===== src/source/padLoader_defines.svh =====
// Pad loader width and depth macros

`ifndef PADLOADER_DEFINES_SVH
`define PADLOADER_DEFINES_SVH

// ========================================
// Pad stream
// ========================================

// One pad word, also one buffer word
`define PAD_WIDTH 32

// ========================================
// Global buffer
// ========================================

`define BUF_ADDR_WIDTH 8
`define BUF_DEPTH 256

// Run length field, a run is count plus one words
`define CNT_WIDTH 8

`endif


===== src/source/padLoaderPkg.sv =====
// Pad loader shared types

`default_nettype none

`include "padLoader_defines.svh"

package padLoaderPkg;

    // ========================================
    // Instruction word
    // ========================================

    // Codes 2 and 3 are unused, those packets get dropped
    typedef enum logic [1:0] {
        OP_WRITE = 2'd0,
        OP_READ  = 2'd1
    } opcode_e;

    typedef struct packed {
        opcode_e                                            op;
        logic [`PAD_WIDTH-2-`BUF_ADDR_WIDTH-`CNT_WIDTH-1:0] reserved;
        logic [`BUF_ADDR_WIDTH-1:0]                         addr;
        logic [`CNT_WIDTH-1:0]                              count;
    } instrWord_t;

    // First beat reads as instr, the rest as raw data
    typedef union packed {
        instrWord_t              instr;
        logic [`PAD_WIDTH-1:0]   raw;
    } padWord_t;

    // ========================================
    // Streams and buffer access
    // ========================================

    typedef struct packed {
        padWord_t   word;
        logic       last;
    } padBeat_t;

    typedef struct packed {
        logic                         en;
        logic [`BUF_ADDR_WIDTH-1:0]   addr;
        logic [`PAD_WIDTH-1:0]        data;
    } bufWrite_t;

    typedef struct packed {
        logic [`BUF_ADDR_WIDTH-1:0]   addr;
        logic [`CNT_WIDTH-1:0]        count;
    } readReq_t;

endpackage

`default_nettype wire


===== src/source/padReceiver.sv =====
// Pad input packet decoder

`default_nettype none

`include "padLoader_defines.svh"

module padReceiver (
    input  logic                      clk,
    input  logic                      rst,
    input  padLoaderPkg::padBeat_t    padIn,
    input  logic                      padInVld,
    output logic                      padInRdy,
    input  logic                      busy,
    output padLoaderPkg::bufWrite_t   bufWr,
    output padLoaderPkg::readReq_t    readReq,
    output logic                      readStart
);
    import padLoaderPkg::*;

    typedef enum logic [1:0] {
        ST_INSTR,
        ST_WRITE,
        ST_DROP
    } rxState_e;

    rxState_e                     state;
    instrWord_t                   instr;
    logic                         isReadInstr;
    logic                         beatXfer;
    logic [`BUF_ADDR_WIDTH-1:0]   wrAddr;
    logic                         wrEn;
    logic [`BUF_ADDR_WIDTH-1:0]   wrAddrQ;
    logic [`PAD_WIDTH-1:0]        wrDataQ;
    readReq_t                     reqQ;

    // ========================================
    // Input handshake
    // ========================================

    assign instr       = padIn.word.instr;
    assign isReadInstr = (state == ST_INSTR) && (instr.op == OP_READ);

    // Only a read waiting on a busy transmitter stalls the pad
    assign padInRdy = !(padInVld && isReadInstr && busy);
    assign beatXfer = padInVld && padInRdy;

    // ========================================
    // Packet FSM
    // ========================================

    always_ff @(posedge clk) begin
        if (rst) begin
            state     <= ST_INSTR;
            wrEn      <= 1'b0;
            readStart <= 1'b0;
        end else begin
            wrEn      <= 1'b0;
            readStart <= 1'b0;
            if (beatXfer) begin
                case (state)
                    ST_INSTR: begin
                        if (instr.op == OP_READ) readStart <= 1'b1;
                        if (padIn.last) state <= ST_INSTR;
                        else if (instr.op == OP_WRITE) state <= ST_WRITE;
                        else state <= ST_DROP;
                    end
                    ST_WRITE: begin
                        wrEn <= 1'b1;
                        if (padIn.last) state <= ST_INSTR;
                    end
                    default: begin
                        if (padIn.last) state <= ST_INSTR;
                    end
                endcase
            end
        end
    end

    // Address counter wraps at the buffer end
    always_ff @(posedge clk) begin
        if (beatXfer && state == ST_INSTR) begin
            wrAddr <= instr.addr;
            if (instr.op == OP_READ) reqQ <= '{addr: instr.addr, count: instr.count};
        end else if (beatXfer && state == ST_WRITE) begin
            wrAddr  <= wrAddr + 1'b1;
            wrAddrQ <= wrAddr;
            wrDataQ <= padIn.word.raw;
        end
    end

    assign bufWr   = '{en: wrEn, addr: wrAddrQ, data: wrDataQ};
    assign readReq = reqQ;

endmodule

`default_nettype wire


===== config.mk =====
export PLATFORM = sky130hd
export DESIGN_NAME = padReceiver
export DESIGN_NICKNAME = d
export VERILOG_FILES = /design/src/source/padLoaderPkg.sv /design/src/source/padReceiver.sv
export VERILOG_INCLUDE_DIRS = /design/src /design/src/source
export SDC_FILE = /design/constraint.sdc
export NUM_CORES = 1
export LEC_CHECK = 0
export BUFFER_PORTS_ARGS = -buffer_cell sky130_fd_sc_hd__buf_2
export CAP_MARGIN = 20
export CORE_ASPECT_RATIO = 0.7
export CORE_MARGIN = 8
export CORE_UTILIZATION = 50
export DETAILED_ROUTE_END_ITERATION = 8
export PLACE_DENSITY = 0.82
export SYNTH_ARGS = -nofsm -noshare
export SYNTH_HDL_FRONTEND = slang
export SYNTH_SLANG_ARGS = --single-unit
export TNS_END_PERCENT = 10

===== constraint.sdc =====
create_clock -name clk -period 3.42 [get_ports clk]
set_input_delay 0.513 -clock clk [delete_from_list [all_inputs] [get_ports clk]]
set_output_delay 0.513 -clock clk [all_outputs]
set_load 0.05 [all_outputs]

### After elaboration in Yosys (flattened, before gate mapping)

Index checks and enable logic that the tools add are counted.

* register bits after elaboration: 68
* input port bits: 37
* output and inout bits: 59
* logic and storage cells: 38

* add/subtract/negate cells: 1
* equality and inequality tests: 2
* multiplexer cells: 8
* bitwise logic cells: 3
* reductions and logical operators: 16

Operators with widths (count)
* $mux W8: 2
* $add A8 B1 Y8 const B: 1
* $mux W2: 4
* $logic_and A1 B1 Y1: 6
* $reduce_and A2 Y1: 3
* $eq A2 B1 Y1 const B: 2
* $logic_not A2 Y1: 2
* $reduce_bool A2 Y1: 2
* $not A1 Y1: 3
* $reduce_or A3 Y1: 1
* $mux W1: 2
* $reduce_or A2 Y1: 1
* $logic_not A1 Y1: 1

### Logic depth before layout (Yosys ltp)

* depth after elaboration: 9
* mapped depth: 5
* depth with buffers taken out: 4

### Least setup slack after synthesis

OpenSTA, ideal clock, no wires.

* kind: input to register
* start point: input port busy
* end point: register reqQ, in the netlist readReq[0], enable pin
* setup time: 0.388 ns
* data arrival time: 1.844 ns
* data required time: 3.032 ns
* slack: 1.187 ns
* cell stages on the path: 5
* buffers on the path: 2
* path through: and3b_1 -> buf_2 -> nand2b_1 -> buf_2 -> nor2_1

* word-level cells in the longest chain between the ends: 5

Ends and longest elaborated chain
* from (decl): RTL line padReceiver.sv:13 `input logic busy,`
* $logic_and A1 B1 Y1: RTL line padReceiver.sv:44 `assign padInRdy = !(padInVld && isReadInstr && busy);`
* $logic_not A1 Y1: RTL line padReceiver.sv:44
* $logic_and A1 B1 Y1: RTL line padReceiver.sv:45 `assign beatXfer = padInVld && padInRdy;`
* $logic_and A1 B1 Y1: RTL line padReceiver.sv:81 `if (beatXfer && state == ST_INSTR) begin`
* $reduce_and A2 Y1 (no line)
* to (signal assigned): RTL line padReceiver.sv:83 `if (instr.op == OP_READ) reqQ <= '{addr: instr.addr, count: instr.count};`
* to (decl): RTL line padReceiver.sv:34 `readReq_t reqQ;`

Every way passes these cells.
A chain may end at the register's enable or synchronous reset.

### Final worst setup path

* start point: input port padIn[32] (netlist name)
* end point: output port padInRdy

* word-level cells in the longest chain between the ends: 5

Ends and longest elaborated chain
* from (decl): RTL line padReceiver.sv:10 `input padLoaderPkg::padBeat_t padIn,`
* $eq A2 B1 Y1: RTL line padReceiver.sv:41 `assign isReadInstr = (state == ST_INSTR) && (instr.op == OP_READ);`
* $logic_and A1 B1 Y1: RTL line padReceiver.sv:41
* $logic_and A1 B1 Y1 (2 in a row): RTL line padReceiver.sv:44
* $logic_not A1 Y1: RTL line padReceiver.sv:44
* to (decl): RTL line padReceiver.sv:12 `output logic padInRdy,`

Every way passes these cells.

==> flow_metrics.py <==
metrics = {
    "setup_path": {
        "worstPathRequired_ns": 2.91,
        "cp_cell_sequence": "buf_2, and3b_1, nand2_1, buf_2",
        "cp_slowest_cell": "and3b_1",
        "max_stage_delay_ns": 0.36,
        "cpMostUsedCell": "buf_2",
        "cp-end-kind": "output port",
        "arrival_ns": 1.29,
        "startpoint_type": "input port",
        "path_class": "in2out",
        "path_max_fanout": 8,
    },
    "final_layout": {
        "num_antenna_cells": 0,
        "seqCellArea_sq_um": 2002,
        "drive_gt1_frac": 0.5043,
        "design_area_sq_um": 3093,
        "syn2layout_area_growth_pct": 32.62,
        "final_cell_mix": "buf_2, edfxtp_1, clkbuf_8, nand2_1",
        "multi_input_area_sq_um": 300.3,
        "nNetsFinal": 263,
        "nFillCells": 309,
        "final_common_cell": "buf_2",
    },
    "clocking": {
        "root_buffer": "clkbuf_8",
        "clk_latency_ns": 0.33,
        "cts_tree": "yes",
        "cts_resized": 0,
        "cts-buffers-inserted": 9,
        "htree_num_levels": 3,
        "clk_pin_slew_ns": 0.07,
        "cts_buffer_depth": 2,
        "hold_buffers": 0,
        "cts_setup_buffers": 0,
        "clock-sinks": 68,
    },
    "detailed_routing": {
        "post_drt_via_cell_ratio": 5.147,
        "vias": 1467,
        "routedWlPerCell_um": 18.19,
        "first_pass_iters": 4,
        "drc": 0,
        "final_antenna_net_count": 0,
        "routed_wl_um": 5183,
        "drt_iter0_markers": 58,
    },
    "timing": {
        "finalClockSkew_ns": 0.008437,
        "relSlewSlack": 0.5620,
        "worstMarginPinSlew_ns": 0.6564,
        "rsz0062_at_grt": "false",
        "setup_tns_ns": 0,
        "setup_viol": 0,
        "period_needed_ns": 1.804,
        "drv_slew": 0,
        "fmax_mhz": 554.2,
        "hold_ws_ns": 0.3599,
        "post-route-period-util": 0.5276,
        "hold_viol_final": 0,
    },
    "grt": {
        "grtUsageMet2": 0.2283,
        "grt_pass1_vias": 1466,
        "use_met1": 0.1672,
        "antenna_found_initial": 0,
        "track_usage": 0.1486,
        "met3_usage": 0.09650,
        "grt_pass1_wl_um": 7955,
        "grt_max_degree": 18,
        "top_usage_layer": "met2",
        "overflow": 0,
    },
    "floorplan": {
        "die_y_um": 73.14,
        "ios": 96,
        "fp.dieW_um": 97.63,
        "core_area_sq_um": 4404,
        "die_area_sq_um": 7141,
        "start_util": 0.5295,
        "row_count": 20,
    },
    "yosys": {
        "syn_avg_cell_area_sq_um": 19.44,
        "syn_area_sq_um": 2332,
        "synth_async_sr_flop_share": 0,
        "synth_nets": 158,
        "ys_types": 26,
        "synth_flop_cell": "edfxtp_1",
        "yosysWarnings": 0,
        "ys_seq_elements": 68,
        "syn-instance-count": 120,
        "synth_edf_count": 64,
        "seq_area_frac_synth": 0.8584,
    },
    "place": {
        "place_hpwl_um": 3917,
        "port_buffers": 95,
        "routabilityCongestion": 0.8364,
        "placedInstanceArea_sq_um": 2877,
    },
    "power_and_ir_drop": {
        "power_density_nw_per_um2": 578.3,
        "p_leak_uw": 0.001219,
        "vdd_drop_max_mv": 0.4467,
    },
    "worst_hold_path": {
        "hp-class": "in2reg",
    },
    "run": {
        "drv_cap": 0,
    },
    "outcome": {
        "outcome": "finished, final reports clean",
    },
}
==> logic make-up after synthesis <==
kind of cell | Yosys count | synth area share
DFF | 68 | 0.8584
buffers and inverters | 6 | 0.01288
muxes | 3 | 0.01448
and+or+nand+nor | 27 | 0.06277
xor gates and xnor gates | 3 | 0.01127
AOI/OAI and AO/OA | 12 | 0.03487
adders and majority gates | 1 | 0.005364
==> synth_stat cells (2+ instances only) <==
library cell | instances | area (sq um)
a21oi_1 | 4 | 20.02
a2bb2oi_1 | 2 | 17.52
buf_2 | 3 | 15.01
dfxtp_1 | 4 | 80.08
edfxtp_1 | 64 | 1922
inv_1 | 2 | 7.510
mux2_1 | 2 | 22.52
nand2_1 | 6 | 22.52
nand2b_1 | 2 | 12.51
nand3_1 | 4 | 20.02
nor2_1 | 3 | 11.26
nor3_1 | 4 | 20.02
o21ai_0 | 3 | 15.01
o32a_2 | 2 | 22.52
or4_1 | 2 | 15.01
xnor2_1 | 3 | 26.28
==> report_power, final <==
group	switching, uW	internal, uW	leakage (uW)
clock network	285	410	0.000102
registers	18.4	943	0.000615
logic	84.9	46.9	0.000501
==> layout make-up <==
type | instances | share of cell area
sequential | 68 | 0.6472
timing repair buffer | 98 | 0.1610
multi-input combinational | 46 | 0.09709
clock buffer | 10 | 0.04126
clock inverter | 6 | 0.02872
tap | 55 | 0.02225
inverter | 2 | 0.002427
==> worst max-delay path: cells and delay by family <==
family | cells | cell delay (ns)
buffers and inverters | 2 | 0.34
AND/OR/NAND/NOR | 2 | 0.45
==> final timing paths <==
kind	startpoint	endpoint	cells past startpoint	slack, ns
hold / removal	padIn[23]	wrDataQ[22]$_DFFE_PP_	1	0.36
setup reg to reg	state[1]$_SDFFE_PP0P_	wrDataQ[23]$_DFFE_PP_	3	1.68
hold reg to reg	state[0]$_SDFFE_PP0P_	state[0]$_SDFFE_PP0P_	2	0.49
setup / recovery	padIn[32]	padInRdy	4	1.62
==> layer usage <==
layer / vias to the layer above / wire [um]
met3: 4 / 592
met4: 0 / 40
li1: 679 / -
met1: 695 / 2217
met2: 89 / 2333
met5: - / 0
==> through the flow <==
step / worst slack, ns / std cells / utilization / power (uW)
after floorplan: 1.187 / 120 / - / 1059
after global placement: 1.403 / 269 / 0.6531 / 1106
after detailed placement: 1.340 / 269 / 0.6531 / 1110
after CTS: 1.622 / 285 / 0.7023 / 1805
after global routing: 1.535 / 285 / 0.7023 / 1847
final: 1.616 / 285 / 0.7023 / 1789
==> registers in the layout, indices dropped and copies added, names as in the netlist <==
signal,flops
wrDataQ,32
readReq,16
wrAddrQ,8
wrAddr,8
state,2
readStart,1
wrEn,1
Power figures use the tool's default switching activity.
