$ cat config.mk
export PLATFORM = sky130hd
export DESIGN_NAME = padTransmitter
export DESIGN_NICKNAME = d
export VERILOG_FILES = /design/src/source/padLoaderPkg.sv /design/src/source/padTransmitter.sv
export VERILOG_INCLUDE_DIRS = /design/src /design/src/source
export SDC_FILE = /design/constraint.sdc
export NUM_CORES = 1
export LEC_CHECK = 0
export BUFFER_PORTS_ARGS = -buffer_cell sky130_fd_sc_hd__buf_4
export CORE_MARGIN = 2
export CORE_UTILIZATION = 35
export CTS_BUF_LIST = sky130_fd_sc_hd__clkbuf_8
export DETAILED_ROUTE_END_ITERATION = 8
export GPL_ROUTABILITY_DRIVEN = 0
export GPL_TIMING_DRIVEN = 0
export PLACE_DENSITY_LB_ADDON = 0.08
export SLEW_MARGIN = 20
export SYNTH_ARGS = -nofsm -noshare
export SYNTH_HDL_FRONTEND = slang
export SYNTH_SLANG_ARGS = --single-unit
export TNS_END_PERCENT = 10
$ cat constraint.sdc
create_clock -name clk -period 4.1 [get_ports clk]
set_clock_uncertainty 0.05 [all_clocks]
set_input_delay 0.41 -clock clk [delete_from_list [all_inputs] [get_ports clk]]
set_output_delay 0.41 -clock clk [all_outputs]
set_load 0.05 [all_outputs]
$ cat src/source/padLoader_defines.svh
// Pad loader width and depth macros

`ifndef PADLOADER_DEFINES_SVH
`define PADLOADER_DEFINES_SVH

// ========================================
// Pad stream
// ========================================

// One pad word, also one buffer word
`define PAD_WIDTH 32

// ========================================
// Global buffer
// ========================================

`define BUF_ADDR_WIDTH 8
`define BUF_DEPTH 256

// Run length field, a run is count plus one words
`define CNT_WIDTH 8

`endif

$ cat src/source/padLoaderPkg.sv
// Pad loader shared types

`default_nettype none

`include "padLoader_defines.svh"

package padLoaderPkg;

    // ========================================
    // Instruction word
    // ========================================

    // Codes 2 and 3 are unused, those packets get dropped
    typedef enum logic [1:0] {
        OP_WRITE = 2'd0,
        OP_READ  = 2'd1
    } opcode_e;

    typedef struct packed {
        opcode_e                                            op;
        logic [`PAD_WIDTH-2-`BUF_ADDR_WIDTH-`CNT_WIDTH-1:0] reserved;
        logic [`BUF_ADDR_WIDTH-1:0]                         addr;
        logic [`CNT_WIDTH-1:0]                              count;
    } instrWord_t;

    // First beat reads as instr, the rest as raw data
    typedef union packed {
        instrWord_t              instr;
        logic [`PAD_WIDTH-1:0]   raw;
    } padWord_t;

    // ========================================
    // Streams and buffer access
    // ========================================

    typedef struct packed {
        padWord_t   word;
        logic       last;
    } padBeat_t;

    typedef struct packed {
        logic                         en;
        logic [`BUF_ADDR_WIDTH-1:0]   addr;
        logic [`PAD_WIDTH-1:0]        data;
    } bufWrite_t;

    typedef struct packed {
        logic [`BUF_ADDR_WIDTH-1:0]   addr;
        logic [`CNT_WIDTH-1:0]        count;
    } readReq_t;

endpackage

`default_nettype wire

$ cat src/source/padTransmitter.sv
// Pad output run streamer

`default_nettype none

`include "padLoader_defines.svh"

module padTransmitter (
    input  logic                         clk,
    input  logic                         rst,
    input  padLoaderPkg::readReq_t       readReq,
    input  logic                         readStart,
    output logic                         busy,
    output logic                         rdEn,
    output logic [`BUF_ADDR_WIDTH-1:0]   rdAddr,
    input  logic [`PAD_WIDTH-1:0]        rdData,
    output padLoaderPkg::padBeat_t       padOut,
    output logic                         padOutVld,
    input  logic                         padOutRdy
);
    import padLoaderPkg::*;

    logic                         issuing;
    logic [`CNT_WIDTH-1:0]        reqLeft;
    logic [`BUF_ADDR_WIDTH-1:0]   rdAddrQ;
    logic                         pendRd;
    logic                         pendLast;
    logic                         qVld;
    readReq_t                     qReq;
    padBeat_t                     outBeat;
    logic                         outVld;
    logic                         outFire;
    logic                         outFree;
    logic                         loadOut;
    logic                         runDone;
    logic                         startNew;
    logic                         startQueued;

    assign outFire     = outVld && padOutRdy;
    assign outFree     = !outVld || outFire;
    assign loadOut     = pendRd && outFree;
    assign rdEn        = issuing && outFree;
    assign runDone     = outFire && outBeat.last;
    assign startNew    = readStart && !busy;
    // A read can land in the first busy cycle, it waits for the current run
    assign startQueued = runDone && qVld;

    // ========================================
    // Control
    // ========================================

    always_ff @(posedge clk) begin
        if (rst) begin
            busy    <= 1'b0;
            issuing <= 1'b0;
            pendRd  <= 1'b0;
            outVld  <= 1'b0;
            qVld    <= 1'b0;
        end else begin
            if (startNew) busy <= 1'b1;
            else if (runDone && !qVld) busy <= 1'b0;
            if (startNew || startQueued) issuing <= 1'b1;
            else if (rdEn && reqLeft == '0) issuing <= 1'b0;
            pendRd <= rdEn || (pendRd && !loadOut);
            if (loadOut) outVld <= 1'b1;
            else if (outFire) outVld <= 1'b0;
            if (readStart && busy) qVld <= 1'b1;
            else if (startQueued) qVld <= 1'b0;
        end
    end

    // ========================================
    // Address, count and output word
    // ========================================

    always_ff @(posedge clk) begin
        if (startNew) begin
            rdAddrQ <= readReq.addr;
            reqLeft <= readReq.count;
        end else if (startQueued) begin
            rdAddrQ <= qReq.addr;
            reqLeft <= qReq.count;
        end else if (rdEn) begin
            rdAddrQ <= rdAddrQ + 1'b1;
            reqLeft <= reqLeft - 1'b1;
        end
        if (rdEn) pendLast <= (reqLeft == '0);
        if (readStart && busy) qReq <= readReq;
        if (loadOut) begin
            outBeat.word.raw <= rdData;
            outBeat.last     <= pendLast;
        end
    end

    assign rdAddr    = rdAddrQ;
    assign padOut    = outBeat;
    assign padOutVld = outVld;

endmodule

`default_nettype wire

[Yosys cells after proc, flatten, opt, wreduce, memory -nomap -nowiden]
Index checks and enable logic that the tools add are counted.
Word-level totals
  bits in registers: 71
  input port bits: 52
  output and inout port bits: 44
  word-level logic and storage cells: 51
Cells by class
  $add $sub $neg: 2
  mux-type cells: 14
  reductions and logical operators: 23
Operators with widths (count)
  8-bit 2-to-1 mux: 6
  1-bit logical AND: 10
  8-bit by 1-bit adder with 8-bit output, second input constant: 1
  8-bit logical NOT: 1
  1-bit 2-to-1 mux: 8
  2-bit nonzero test: 4
  8-bit by 1-bit subtractor with 8-bit output, second input constant: 1
  1-bit logical NOT: 4
  1-bit logical OR: 3
  3-bit nonzero test: 1

[Logic depth before layout (Yosys ltp)]
Gate-level depths: netlist (run 1).
  word-level depth: 6
  mapped depth: 6
  depth with buffers taken out: 6

[Least setup slack after synthesis (run 1)]
OpenSTA, ideal clock, no wires.
  path type: reg2reg
  start point: register outVld, in the netlist padOutVld
  end point: register rdAddrQ[0], in the netlist rdAddr[0] (enable)
  library setup time: 0.372 ns
  data arrival time: 1.656 ns
  data required time: 3.678 ns
  setup slack: 2.022 ns
  stages on the path, launching flop included: 5
  path buffers: 1
  period minus slack after synthesis: 2.078 ns
  cell sequence: dfxtp_1 and4_1 clkbuf_1 nor2_1 nand2_1
On the way
  longest elaborated chain between the ends: 4
  elaborated cells between the ends (all ways): 7
  those cells by class: 7 x reduce/logical
RTL lines
  start, declared: RTL line padTransmitter.sv:30  | logic outVld;
  start signal, assigned: RTL line padTransmitter.sv:56  | outVld <= 1'b0;
  start signal, assigned: RTL line padTransmitter.sv:64  | if (loadOut) outVld <= 1'b1;
  start signal, assigned: RTL line padTransmitter.sv:65  | else if (outFire) outVld <= 1'b0;
  1-bit logical NOT / 1-bit logical AND (equally long branches): RTL line padTransmitter.sv:39, padTransmitter.sv:38
  1-bit logical OR / 1-bit logical AND (equally long branches): RTL line padTransmitter.sv:39, padTransmitter.sv:42
  1-bit logical AND, on equally long branches: RTL line padTransmitter.sv:41, padTransmitter.sv:45
  3-bit nonzero test (no source line) (*)
  end signal, assigned: RTL line padTransmitter.sv:77  | rdAddrQ <= readReq.addr;
  end signal, assigned: RTL line padTransmitter.sv:80  | rdAddrQ <= qReq.addr;
  end signal, assigned: RTL line padTransmitter.sv:83  | rdAddrQ <= rdAddrQ + 1'b1;
  end, declared: RTL line padTransmitter.sv:24  | logic [`BUF_ADDR_WIDTH-1:0] rdAddrQ;
Mark *: on every way between the ends. The rest lies on a longest branch, timed or not.
A chain may end at the register's enable or synchronous reset.

[Final worst setup path (run 1)]
  start point: register outVld, in the netlist padOutVld
  end point: register rdAddrQ[5], in the netlist rdAddr[5] (enable)
The elaborated chain is that of the path after synthesis.

==> results of run 1 <==
==> per-layer routing <==
layer | track usage, % | vias up | share of wire, %
li1 | - | 945 | -
met1 | 19.3 | 918 | 46
met2 | 23.0 | 69 | 46
met3 | 3.66 | 10 | 6.6
met4 | 7.23 | 0 | 1.8
met5 | 0 | - | 0
==> cells in the final DEF, fill, tap and decap left out, types with 2 or more instances in the layout <==
cell type   n
a21o_1      4
a21oi_1    12
a31oi_1     5
buf_4      95
clkbuf_1    7
clkbuf_8   10
dfxtp_1     5
edfxtp_1   66
ha_1        3
inv_1       7
nand2_1    17
nand2b_1    4
nand3_1     5
nand4_1     2
nor2_1      9
nor2b_1     2
nor3_1      2
o21ai_0    26
or3_1       6
xor2_1      2
==> critical path: cells and delay by family, from the launching register on <==
family | cells | cell delay (ps)
buffers and inverters | 1 | 380
AND/OR/NAND/NOR | 3 | 960
flip-flops | 1 | 420
==> cells by family (layout without fill, tap and decap cells) <==
group                      after synthesis  after routing  share of synthesized area (%)
DFF                                     71             71                           75.6
and+or+nand+nor                         55             55                           10.5
AOI/OAI and AO/OA                       50             50                           10.1
buffers and inverters                   11            123                           1.50
adders and majority gates                3              3                           1.36
xor gates and xnor gates                 3              3                          0.954
==> registers in the layout (all words and copies together), names as in the netlist, named ones only <==
name	count
qReq	16
rdAddr	8
issuing	1
busy	1
pendLast	1
padOut	33
qVld	1
padOutVld	1
reqLeft	8
==> power breakdown <==
part	leakage, nW	internal (mW)	switching (mW)	total, mW
Combinational	0.733	0.113	0.189	0.301
Sequential	0.661	0.859	0.0376	0.897
Clock	0.106	0.290	0.250	0.540
Total	1.50	1.26	0.476	1.74
==> how the worst max path moves through the flow <==
| stage | startpoint | to | slack [ps] | cells past startpoint |
|---|---|---|---|---|
| after floorplan | padOutVld$_SDFFE_PP0P_ | rdAddr[0]$_DFFE_PP_ | 2020 | 4 |
| final | padOutVld$_SDFFE_PP0P_ | rdAddr[5]$_DFFE_PP_ | 1910 | 4 |
| after global placement | padOutRdy | rdAddr[2]$_DFFE_PP_ | 1760 | 5 |
| after CTS | padOutVld$_SDFFE_PP0P_ | rdAddr[0]$_DFFE_PP_ | 1850 | 4 |
| after detailed placement | padOutRdy | rdAddr[2]$_DFFE_PP_ | 1760 | 5 |
| after global routing | padOutVld$_SDFFE_PP0P_ | reqLeft[0]$_DFFE_PP_ | 1680 | 4 |
==> per-stage QoR <==
step / cell area, um2 / power, mW / cells / hold slack, ps / utilization (%)
final: 3810 / 1.74 / 407 / 196 / 49.5
after global routing: 3810 / 1.82 / 407 / 177 / 49.5
after CTS: 3810 / 1.76 / 407 / 176 / 49.5
after detailed placement: 3620 / 1.22 / 391 / 363 / 47.0
after global placement: 3590 / 1.21 / 390 / 350 / 46.8
after floorplan: 2750 / 1.09 / 193 / 350 / -
==> layout make-up <==
cell class / count / area (um2)
flip-flops and latches: 71 / 2080
repair buffers: 96 / 733
well taps: 102 / 128
multi-input cells: 111 / 632
fillers: 714 / 3880
plain buffers: 7 / 26.3
clock inverters: 6 / 53.8
inverters: 4 / 15.0
clock buffers: 10 / 138
==> results.cfg, run 1 <==
[floorplan]
placementRows = 32
top_level_ports = 96
fp.dieArea_um2 = 8590
design.core.area_um2 = 7690
start_util_pct = 35.8
dieHeight_um = 92.7
fp.dieW_um = 92.7

[placed_design]
dp_hpwl_um = 4270
pre_cts_ws_ps = 1760
port_buffers = 95

[pwr]
p_per_area_nw_per_um2 = 456
vdd_drop_max_v = 0.000224
power_leakage_nw = 1.50

[synth]
synthTopCellsByArea = edfxtp_1, o21ai_0, dfxtp_1, nand2_1, a21oi_1
yosysSeqAreaShare_pct = 75.6
ys_ff_latch = 71
yosys_warnings = 0
async_flop_share_pct = 0
synth-edff-count = 66
synth_fp_nets = 248
synth_area_um2 = 2750
synth_top_area_share_pct = 72.0
synth_ff_type = edfxtp_1
synth.avg_cell_area_um2 = 14.3
synth_top_area_cell = edfxtp_1
synth_cells = 193
synthDistinctLibCells = 29
synth_most_common_cell = edfxtp_1
synth_commonest_cells = edfxtp_1, o21ai_0, nand2_1, a21oi_1, nor2_1

[global_routing]
grt_pass1_wl_um = 9670
grt_use_total_pct = 14.7
grt_max_degree = 33
grt_remaining_overflow = 0
antenna_found_initial = 0
grt_pass1_vias = 1945

[final_layout]
syn2layout_area_growth_pct = 38.3
drive_gt1_share_pct = 36.7
diodes = 0
final_nets = 355

[min_path]
holdPathEnd = padOut[19]$_DFFE_PP_
hp-start = rdData[18]
hold_path.class = in -> reg
min_path_cells = 1

[cts]
cts_buffers = 9
cts_tree = built
path_clk_slew_ps = 70
worstSkewPairLatency_ps = 330
cts_sinks = 71
cts_setup_buffers = 0
ctsResizeCount = 0
htreeDepth = 3
cts_max_path_buffers = 2
postCtsHoldBufs = 0
ctsRootBufferMaster = clkbuf_8

[sta]
setup_viol = 0
tightest_slew_ps = 834
hold_violations = 0
slew_headroom_pct = 44.4
period_share_pct = 53.4
finalMaxSlewViolations = 0
setup_ws_ps = 1910
fmax_mhz = 457
fin_setup_tns_ps = 0
fin_crit_ps = 2190
rsz0062_at_grt = no

[critical_path]
reg2reg_depth = 4
worstPathRequired_ps = 4010
worstPathCellList = and4_1 > clkbuf_1 > nor2_1 > nand2_1
critPathKind = reg -> reg
cp-end-kind = register
r2r_end = rdAddr[5]$_DFFE_PP_
reg2reg_slack_ps = 1910
worstSetupStartpointType = register
worstReg2RegStart = padOutVld$_SDFFE_PP0P_
slowest_delay_ps = 590
crit_slowest_cell = nand2_1
cp.arrival_ps = 2100
critPathMaxFanout = 16

[detailed_routing]
drc_errors = 0
routedWlPerCell_um = 15.0
drtAntennaViolNets = 0
first_pass_iters = 4
vias = 1942
via_per_inst = 4.77
wl_um = 6110
drtIter0Drc = 121

[run]
max-cap-violations = 0

[outcome]
status = finished, final reports clean
No activity file was read; power rests on OpenSTA's default activity.
==> run 2: changes to the inputs <==
- clock period: 4.1 -> 2 ns (I/O delays scaled with it)
==> results.cfg, run 2 (synthesis gave the netlist of run 1 again) <==
[cts]
ctsRootBufferMaster = clkbuf_8
worstSkewPairLatency_ps = 340
cts_max_path_buffers = 2
path_clk_slew_ps = 80
cts_buffers = 9
htreeDepth = 3
cts_tree = built
cts_sinks = 71

[detailed_routing]
first_pass_iters = 4
drc_errors = 0
wl_um = 6680
vias = 2093
routedWlPerCell_um = 14.7
via_per_inst = 4.59
drtIter0Drc = 70
drtAntennaViolNets = 0

[sta]
setup_ws_ps = 62.3
fin_crit_ps = 1940
hold_ws_ps = 112
setup_viol = 0
fmax_mhz = 516
finalMaxSlewViolations = 0
hold_violations = 0
period_share_pct = 96.9
slew_headroom_pct = 43.4
tightest_slew_ps = 849
rsz0062_at_grt = yes

[floorplan]
placementRows = 32
design.core.area_um2 = 7690
dieHeight_um = 92.7
fp.dieArea_um2 = 8590
fp.dieW_um = 92.7
start_util_pct = 35.8
top_level_ports = 96

[global_routing]
antenna_found_initial = 0
grt_remaining_overflow = 0
grt_max_degree = 34
grt_pass1_wl_um = 10300
grt_use_total_pct = 15.8
grt_pass1_vias = 2066

[placed_design]
placed_cell_area_um2 = 3600
place_inst = 390
pre_cts_ws_ps = 26.9
dp_hpwl_um = 4240
port_buffers = 95

[critical_path]
cp-end-kind = register
critPathKind = reg -> reg
crit_start = reqLeft[0]$_DFFE_PP_
cp.arrival_ps = 2100
worstReg2RegStart = reqLeft[0]$_DFFE_PP_
critPathMaxFanout = 3
worstPathRequired_ps = 2160
worstSetupStartpointType = register

[outcome]
status = finished, final reports clean

[min_path]
hold_path.class = in -> reg
hp-start = padOutRdy

[pwr]
p_per_area_nw_per_um2 = 871
vdd_drop_max_v = 0.000538
power_leakage_nw = 1.71
total_power_mw = 3.76

[final_layout]
largest_reg_flops = 33
fill_cells = 669
layout_common_cells = buf_4, edfxtp_1, dlygate4sd3_1
final_nets = 404
mostFrequentLayoutCell = buf_4
drive_gt1_share_pct = 33.9
final_area_um2 = 4320
fin_cells = 456
diodes = 0
syn2layout_area_growth_pct = 57.0

[run]
max-cap-violations = 0
## run 2: final cells by class
| cell class | count | area, um2 | area share [%] |
|---|---|---|---|
| plain buffers | 7 | 27.5 | 0.637 |
| clock buffers | 9 | 124 | 2.87 |
| clock inverters | 7 | 90.1 | 2.08 |
| inverters | 4 | 15.0 | 0.347 |
| multi-input cells | 111 | 644 | 14.9 |
| flip-flops and latches | 71 | 2080 | 48.2 |
| well taps | 102 | 128 | 2.95 |
| repair buffers | 145 | 1210 | 28.0 |
## run 2: power breakdown
group | total (mW) | switching, mW | internal, mW
Sequential | 1.84 | 0.0770 | 1.76
Combinational | 0.701 | 0.408 | 0.294
Clock | 1.23 | 0.530 | 0.695
## run 2: worst paths after layout
path                             to  slack, ps  depth (start not counted)
min          padOutVld$_SDFFE_PP0P_        110                          4
max reg2reg    reqLeft[6]$_DFFE_PP_         60                          6
min reg2reg     padOut[0]$_DFFE_PP_        390                          0
max            reqLeft[6]$_DFFE_PP_         60                          6
## run 2: metrics by stage
stage               util [%]  TNS (ps)
finish                  56.2         0
global route            56.2     -37.9
CTS                     56.1         0
detailed placement      46.8         0
global placement        46.8     -1150
floorplan                  -         0
## run 2: critical path, cell delays in order, from the launching register on
cell and delay (ps):
edfxtp_1 420, inv_2 80, ha_2 180, or4b_4 460
or3_1 310, a31oi_1 200, a21o_1 110
## run 2: timing repair
item                                    CTS  global route
cloned                                    0             0
setup buffers                             0             1
endpoints found under the setup margin   14            19
pin swaps                                 0             1
gates resized for setup                   1             5
hold endpoints to repair                 53             0
hold buffers                             49             0
## run 2: metal layers
layer | GRT usage (%) | part of all wire (%) | up-vias
li1 | - | - | 1044
met1 | 20.3 | 46 | 973
met2 | 25.4 | 47 | 67
met3 | 5.61 | 5.5 | 9
met4 | 4.90 | 1.5 | 0
met5 | 0 | 0 | -
